## src/hw/mmu_pkg.sv

```systemverilog
`default_nettype none

package mmu_pkg;

    localparam int TLB_ENTRIES = 8;
    localparam int TLB_IDX_W   = 3;
    localparam int ASID_W      = 8;
    localparam int PFN_W       = 20;
    localparam int VPN2_W      = 19;
    localparam int PG_OFF_W    = 12;

    // unmapped kernel segments, top three address bits.
    localparam logic [2:0] SEG_KSEG0 = 3'b100;
    localparam logic [2:0] SEG_KSEG1 = 3'b101;

    typedef struct packed {
        logic [2:0]  seg;
        logic [28:0] seg_off;
    } va_seg_t;

    // even/odd page pair, 4 KiB pages.
    typedef struct packed {
        logic [VPN2_W-1:0]   vpn2;
        logic                odd;
        logic [PG_OFF_W-1:0] pg_off;
    } va_page_t;

    typedef union packed {
        va_seg_t  seg;
        va_page_t page;
    } vaddr_u;

    typedef struct packed {
        logic [VPN2_W-1:0] vpn2;
        logic [ASID_W-1:0] asid;
        logic              g;
        logic [PFN_W-1:0]  pfn0;
        logic              v0;
        logic              c0;
        logic [PFN_W-1:0]  pfn1;
        logic              v1;
        logic              c1;
    } tlb_entry_t;

    typedef struct packed {
        logic [TLB_IDX_W-1:0] idx;
        tlb_entry_t           entry;
    } tlbw_req_t;

    typedef struct packed {
        logic   en;
        vaddr_u vaddr;
    } xlat_req_t;

    typedef struct packed {
        logic             hit;
        logic [PFN_W-1:0] pfn;
        logic             v;
        logic             c;
    } tlb_look_t;

    typedef struct packed {
        logic        valid;
        logic [31:0] paddr;
        logic        uncached;
        logic        mapped;
        // exception flags.
        logic        adel;
        logic        refill;
        logic        tlb_inv;
    } xlat_rsp_t;

endpackage

`default_nettype wire

```

## src/hw/mmu.sv

```systemverilog
`timescale 1ns/1ps
`default_nettype none

module mmu
    import mmu_pkg::*;
(
    input  logic              clk,
    input  logic              rst_n_i,

    input  xlat_req_t         ireq_i,
    output xlat_rsp_t         irsp_o,

    input  xlat_req_t         dreq_i,
    output xlat_rsp_t         drsp_o,

    input  logic              user_mode_i,
    input  logic [ASID_W-1:0] asid_i,
    input  logic              kseg0_uncached_i,

    input  tlbw_req_t         tlbw_i,
    input  logic              tlbw_req_i,
    output logic              tlbw_ack_o
);

    vaddr_u    ilook_va;
    vaddr_u    dlook_va;
    tlb_look_t ilook;
    tlb_look_t dlook;

    mmu_map inst_map (
        .clk              (clk),
        .rst_n_i          (rst_n_i),
        .req_i            (ireq_i),
        .user_mode_i      (user_mode_i),
        .kseg0_uncached_i (kseg0_uncached_i),
        .look_va_o        (ilook_va),
        .look_i           (ilook),
        .rsp_o            (irsp_o)
    );

    mmu_map data_map (
        .clk              (clk),
        .rst_n_i          (rst_n_i),
        .req_i            (dreq_i),
        .user_mode_i      (user_mode_i),
        .kseg0_uncached_i (kseg0_uncached_i),
        .look_va_o        (dlook_va),
        .look_i           (dlook),
        .rsp_o            (drsp_o)
    );

    // one joint tlb, looked up by both ports.
    mmu_tlb tlb (
        .clk        (clk),
        .rst_n_i    (rst_n_i),
        .asid_i     (asid_i),
        .tlbw_i     (tlbw_i),
        .tlbw_req_i (tlbw_req_i),
        .tlbw_ack_o (tlbw_ack_o),
        .ilook_va_i (ilook_va),
        .ilook_o    (ilook),
        .dlook_va_i (dlook_va),
        .dlook_o    (dlook)
    );

endmodule

`default_nettype wire

```

## src/hw/mmu_map.sv

```systemverilog
`timescale 1ns/1ps
`default_nettype none

module mmu_map
    import mmu_pkg::*;
(
    input  logic      clk,
    input  logic      rst_n_i,

    input  xlat_req_t req_i,
    input  logic      user_mode_i,
    input  logic      kseg0_uncached_i,

    // shared tlb lookup.
    output vaddr_u    look_va_o,
    input  tlb_look_t look_i,

    output xlat_rsp_t rsp_o
);

    vaddr_u    va;
    logic      is_kseg0;
    logic      is_kseg1;
    logic      addr_err;
    xlat_rsp_t rsp_d;
    xlat_rsp_t rsp_q;

    assign va = req_i.vaddr;

    assign is_kseg0 = (va.seg.seg == SEG_KSEG0);
    assign is_kseg1 = (va.seg.seg == SEG_KSEG1);

    // user mode may only touch kuseg.
    assign addr_err = user_mode_i && va.seg.seg[2];

    // the tlb only needs the page pair and the half.
    always_comb begin
        look_va_o             = '0;
        look_va_o.page.vpn2   = va.page.vpn2;
        look_va_o.page.odd    = va.page.odd;
    end

    always_comb begin
        rsp_d       = '0;
        rsp_d.valid = req_i.en;
        if (addr_err) begin
            rsp_d.adel = 1'b1;
        end else if (is_kseg0 || is_kseg1) begin
            rsp_d.paddr    = {3'b000, va.seg.seg_off};
            rsp_d.uncached = is_kseg1 || kseg0_uncached_i;
        end else begin
            rsp_d.mapped   = 1'b1;
            rsp_d.uncached = !look_i.c;
            if (!look_i.hit) begin
                rsp_d.refill = 1'b1;
            end else if (!look_i.v) begin
                rsp_d.tlb_inv = 1'b1;
            end else begin
                rsp_d.paddr = {look_i.pfn, va.page.pg_off};
            end
        end
    end

    // fixed one cycle latency, no back-pressure.
    always_ff @(posedge clk) begin
        if (!rst_n_i) begin
            rsp_q <= '0;
        end else begin
            rsp_q <= rsp_d;
        end
    end

    assign rsp_o = rsp_q;

endmodule

`default_nettype wire

```

## src/hw/mmu_tlb.sv

```systemverilog
`timescale 1ns/1ps
`default_nettype none

module mmu_tlb
    import mmu_pkg::*;
(
    input  logic              clk,
    input  logic              rst_n_i,

    input  logic [ASID_W-1:0] asid_i,

    input  tlbw_req_t         tlbw_i,
    input  logic              tlbw_req_i,
    output logic              tlbw_ack_o,

    input  vaddr_u            ilook_va_i,
    output tlb_look_t         ilook_o,

    input  vaddr_u            dlook_va_i,
    output tlb_look_t         dlook_o
);

    tlb_entry_t             entries_q [TLB_ENTRIES];
    logic                   ack_q;
    logic                   wr_en;
    logic [TLB_ENTRIES-1:0] ihit;
    logic [TLB_ENTRIES-1:0] dhit;

    // write once per transfer, on req seen with ack still low.
    assign wr_en = tlbw_req_i && !ack_q;

    // ack follows req one edge later, both ways.
    always_ff @(posedge clk) begin
        if (!rst_n_i) begin
            ack_q <= 1'b0;
        end else begin
            ack_q <= tlbw_req_i;
        end
    end

    assign tlbw_ack_o = ack_q;

    always_ff @(posedge clk) begin
        if (!rst_n_i) begin
            for (int i = 0; i < TLB_ENTRIES; i++) begin
                entries_q[i] <= '0;
            end
        end else if (wr_en) begin
            entries_q[tlbw_i.idx] <= tlbw_i.entry;
        end
    end

    // an entry with both pages invalid counts as empty.
    function automatic logic [TLB_ENTRIES-1:0] match_vec(input vaddr_u va);
        logic [TLB_ENTRIES-1:0] m;
        m = '0;
        for (int i = 0; i < TLB_ENTRIES; i++) begin
            m[i] = (entries_q[i].vpn2 == va.page.vpn2) &&
                   (entries_q[i].g || (entries_q[i].asid == asid_i)) &&
                   (entries_q[i].v0 || entries_q[i].v1);
        end
        return m;
    endfunction

    // and-or select over the hit vector.
    function automatic tlb_look_t select_half(input logic [TLB_ENTRIES-1:0] m,
                                              input vaddr_u va);
        tlb_look_t r;
        r     = '0;
        r.hit = |m;
        for (int i = 0; i < TLB_ENTRIES; i++) begin
            if (m[i]) begin
                if (va.page.odd) begin
                    r.pfn = r.pfn | entries_q[i].pfn1;
                    r.v   = r.v | entries_q[i].v1;
                    r.c   = r.c | entries_q[i].c1;
                end else begin
                    r.pfn = r.pfn | entries_q[i].pfn0;
                    r.v   = r.v | entries_q[i].v0;
                    r.c   = r.c | entries_q[i].c0;
                end
            end
        end
        return r;
    endfunction

    // instruction port.
    always_comb begin
        ihit    = match_vec(ilook_va_i);
        ilook_o = select_half(ihit, ilook_va_i);
    end

    // data port.
    always_comb begin
        dhit    = match_vec(dlook_va_i);
        dlook_o = select_half(dhit, dlook_va_i);
    end

endmodule

`default_nettype wire

```

## config.mk

```make
export PLATFORM = sky130hd
export DESIGN_NAME = mmu
export DESIGN_NICKNAME = d
export VERILOG_FILES = /design/src/hw/mmu_pkg.sv /design/src/hw/mmu.sv /design/src/hw/mmu_map.sv /design/src/hw/mmu_tlb.sv
export SDC_FILE = /design/constraint.sdc
export NUM_CORES = 1
export LEC_CHECK = 0
export BUFFER_PORTS_ARGS = -buffer_cell sky130_fd_sc_hd__buf_2
export CAP_MARGIN = 5
export CORE_AREA = 5 5 280 282
export CTS_CLUSTER_SIZE = 25
export DETAILED_ROUTE_END_ITERATION = 16
export DIE_AREA = 0 0 285 287
export GPL_ROUTABILITY_DRIVEN = 0
export SLEW_MARGIN = 20
export SYNTH_ARGS = -nofsm -noshare
export SYNTH_HDL_FRONTEND = slang
export SYNTH_SLANG_ARGS = --single-unit
```

## constraint.sdc

```tcl
create_clock -name clk -period 9.15 [get_ports clk]
set_input_delay 1.3725 -clock clk [delete_from_list [all_inputs] [get_ports clk]]
set_output_delay 1.3725 -clock clk [all_outputs]
set_load 0.02 [all_outputs]
```

# After elaboration in Yosys (flattened, before gate mapping)
# Memories as Yosys holds them, arrays and structs flattened.
# Cells that the tools add are included.
dict set report word_totals {
  ff_bits 77
  ram_bits 576
  output_inout_bits 77
  mem_count 1
}
# name words width rd rd_ports_with_merged_regs wr line
set mem_list {}
lappend mem_list {tlb.entries_q 8 72 8 0 8 mmu_tlb.sv:23} ;# tlb_entry_t entries_q [TLB_ENTRIES];
dict set report classes {
  n_eq_ne 28
  mux 53
  bitwise 89
  reduce_logical 69
}
# op count
set op_table {}
lappend op_table {{two-way mux 22 bit} 32}
lappend op_table {{OR 20 bit} 28}
lappend op_table {{equality test 19 bit} 16}
lappend op_table {{two-way mux 29 bit} 4}
lappend op_table {{two-way mux 72 bit} 1}
lappend op_table {{OR reduction 72 bit} 1}
lappend op_table {{equality test 8 bit} 8}
lappend op_table {{two-way mux 30 bit} 2}
lappend op_table {{OR 1 bit} 56}
lappend op_table {{logical AND 1 bit} 35}
lappend op_table {{logical OR 1 bit} 20}
lappend op_table {{OR reduction 8 bit} 2}
lappend op_table {{two-way mux 1 bit} 13}
lappend op_table {{equality test 3 bit (second input constant)} 4}
lappend op_table {{OR reduction 5 bit} 2}
lappend op_table {{OR reduction 4 bit} 2}
lappend op_table {{OR reduction 3 bit} 2}
lappend op_table {{NOT 1 bit} 5}
lappend op_table {{OR reduction 2 bit} 2}
lappend op_table {{logical NOT 1 bit} 3}
lappend op_table {{two-way mux 3 bit} 1}

# Longest topological paths before layout
# An unclocked memory read counts as a cell.
dict set report depth {
  word_depth 30
  ltp_mapped 11
  depth_no_buf 8
}

# Cells and area by module
# From an unflattened synthesis, not the netlist that was laid out.
dict set report unflattened {
  hier_cells 3071
  hier_area_um2 35960.7
}
# mod instances cells_per_inst area_per_inst_um2 seq_area_each_um2
set by_module_without_submodules {}
lappend by_module_without_submodules {mmu_tlb 1 2825 33153.0 17316.6}
lappend by_module_without_submodules {mmu_map 2 123 1403.8 760.7}

# Worst setup path before layout
# Ideal clock, no wire load.
dict set report synth_timing {
  path_kind {input -> register}
  startpoint {input rst_n_i}
  endpoint {memory tlb.entries_q[6][0] in the netlist's numbering, enable pin}
  setup_ns 0.601
  arrival_ns 7.243
  required_time_ns 8.549
  slack_ns 1.306
  stages 5
  path_buffers 2
  cell_sequence {clkbuf_1 nand2_1 or3_1 clkbuf_1 o21ai_0}
}
# element line
set synth_rtl {}
lappend synth_rtl {{start, declared} mmu.sv:8} ;# input logic rst_n_i,
lappend synth_rtl {{end, declared} mmu_tlb.sv:23}

==> metrics <==
Synth cell types 57; asr flop ratio synth 0; R2R Setup Slk 5.16 ns; hold_buf cts 0; multi-input gate area in the final layout 14100 um^2; most used cell, CP buf_4; CTS sink cnt 653; Core Region 75400 um^2; Critical Path Stages 7; CP Launch Type primary input; Most Crowded Layer GR met2; Post-Layout Cell Count 3923; Syn Area/Cell 12.4 um^2; Initial Util 0.446; Syn Inst Count 2721; Via Count 23.7k; layout cells sized above 1 0.160; outcome completed; Yosys warning count 0; endpoint type of the worst setup path register; GR Layer Usage met3 0.0591; worst skew pair latency 0.62 ns; DP Wirelength 77700 um; syn nets 2875; most common cell after layout, fill and taps aside and2_1; die height 287 um; CP bufs+invs 3; end of the critical path tlb.entries_q[0][30]; M2 GR Usage 0.455; area delta synth->final 13.3%; initial antenna violation count 14; hold_sp tlb.entries_q[0][24]; setup TNS 0 ns; Worst Skew 0.0201 ns; number of global-route vias before repair 23.7k; number of fill cells 6559; CTS max path bufs 3; Setup Viol. Count Final 0; Critical-path top delay cell buf_4; CTS tree yes; Total Power 0.00698 W; Crit Path Category in2reg; maximum VDD drop 0.109 mV; fin crit period 4.57 ns; number of buffers created by CTS 74; max_cap viols 0; start point of the critical path rst_n_i; met1 Usage GRT 0.381; worst path required time 9.38 ns; Seq/Total Area, Yosys 0.559; # DRC 0; worst r2r src tlb.entries_q[5][70]; Worst Max-Slew Pin Slew 1.13 ns; Post-CTS Setup Bufs 0; routed len/inst 30.8 um; RSZ-0062 raised after global routing false; CP Data Arrival Time 4.81 ns; routed wire length 121000 um; GRT Total Usage 0.287; Resize count post-CTS 0; Synth Cell Area 33700 um^2; initial detailed-routing violation count 2730; Min Hold Slack 0.607 ns; clock transition at the registers of the reported paths 0.06 ns; FMAX 219 MHz; P_leak 15.2 nW; PD cells 183 nW/um^2; IO Pins 231; Post-synth EDFFs 576; most frequent cells in the layout and2_1, edfxtp_1, mux2i_1; GR Overflow Total 0; Final Hold Viols 0; 1st-pass router iterations 6; Hold Crit Class reg2reg; fin. max-slew vios 0; Reg2Reg Depth 9; die width 285 um; ys flop type edfxtp_1; Slew headroom 0.247; critical path's top delay family buffers and inverters; std cell rows 101; number of nets with antenna violations after routing 0; Via density 6.04; pin count of the biggest net entering global routing 80; Synth Register Bits 653; CTS root buf clkbuf_16; Final nets 3034; die footprint 81800 um^2; RR Endpoint inst_map.rsp_o[18]; storage element area 18800 um^2; Port Buffers 230; Final period util 0.500; H-tree Lvls 3; crit path max fanout 73; Placed Cells 3779; Cell Chain, Critical Path buf_2, nand2_1, or3_1, nor3_2, buf_4, nand2b_4, buf_4; first-pass GRT wire length 170000 um; max incr delay on CP 0.72 ns
-- flip-flops by register name, indices dropped and copies added (netlist names) --
signal / flops
data_map.rsp_o: 38
inst_map.rsp_o: 38
tlb.entries_q: 576
tlb.tlbw_ack_o: 1
-- area by class of cell --
type                            instances  share of cell area
Timing Repair Buffer                  268              0.0397
Sequential cell                       653               0.493
Antenna cell                            8            0.000524
Tap cell                              978              0.0320
Clock inverter                         33             0.00927
Multi-Input combinational cell       1863               0.370
Clock buffer                          100              0.0530
Inverter                               20             0.00197
-- power by group --
group | switching (W) | internal (W)
combinational | 0.000410 | 0.000201
clock | 0.00122 | 0.00175
sequential | 0.0000649 | 0.00334
-- worst min-delay path, delay by kind of cell (launching register included) --
kind | cells | cell delay (ns)
AO/OA/AOI/OAI | 2 | 0.22
flip-flops | 1 | 0.35
-- worst min-delay path by stage --
stage	endpoint	cells after the start	slack, ns
floorplan	inst_map.rsp_o[17]	2	0.54
global placement	inst_map.rsp_o[17]	2	0.58
detailed placement	inst_map.rsp_o[17]	2	0.58
CTS	inst_map.rsp_o[17]	2	0.60
global route	inst_map.rsp_o[17]	2	0.70
finish	inst_map.rsp_o[17]	2	0.61
-- cell families (layout without fill, tap and decap cells) --
family	after synthesis	count (layout)	share of synthesized area
AOI/OAI and AO/OA	240	240	0.0508
xor gates and xnor gates	368	368	0.0957
buffers and inverters	205	421	0.0270
DFF	653	653	0.559
muxes	350	350	0.106
other	0	8	0
and+or+nand+nor	905	905	0.161
-- cells in the mapped netlist, drive strengths merged (5+ instances only) --
library cell  instances  area, um^2
and2                593        3710
edfxtp              576       17300
mux2i               298        2980
xor2                248        2170
xnor2               120        1050
clkbuf               94         354
buf                  91         482
nor2                 83         312
o22ai                78         488
dfxtp                77        1540
nor4                 77         500
mux2                 52         586
nand2                37         139
o221ai               36         315
nand4                33         206
o21ai                32         160
nor3                 29         145
a211oi               20         150
inv                  20        75.1
a21oi                16        80.1
a22oi                12        90.1
o22a                 12         105
nand3                11        55.1
nor3b                10         110
o221a                 9         101
a32oi                 7        61.3
or3                   6        37.5
nand2b                5        31.3
-- metrics by stage --
| step | area [um^2] | setup slack (ns) | util |
|---|---|---|---|
| after detailed placement | 35700 | 3.96 | 0.473 |
| after global routing | 38200 | 4.41 | 0.506 |
| final | 38200 | 4.58 | 0.506 |
| after global placement | 35700 | 4.02 | 0.473 |
| after CTS | 38100 | 4.61 | 0.505 |
| after floorplan | 33700 | 1.31 | - |
-- per-layer routing --
metal | part of all wire | wire length (um)
met5 | 0.00017 | 20
met3 | 0.097 | 11800
met2 | 0.45 | 54600
met1 | 0.40 | 48200
met4 | 0.052 | 6260
(Power assumes the default switching activity.)
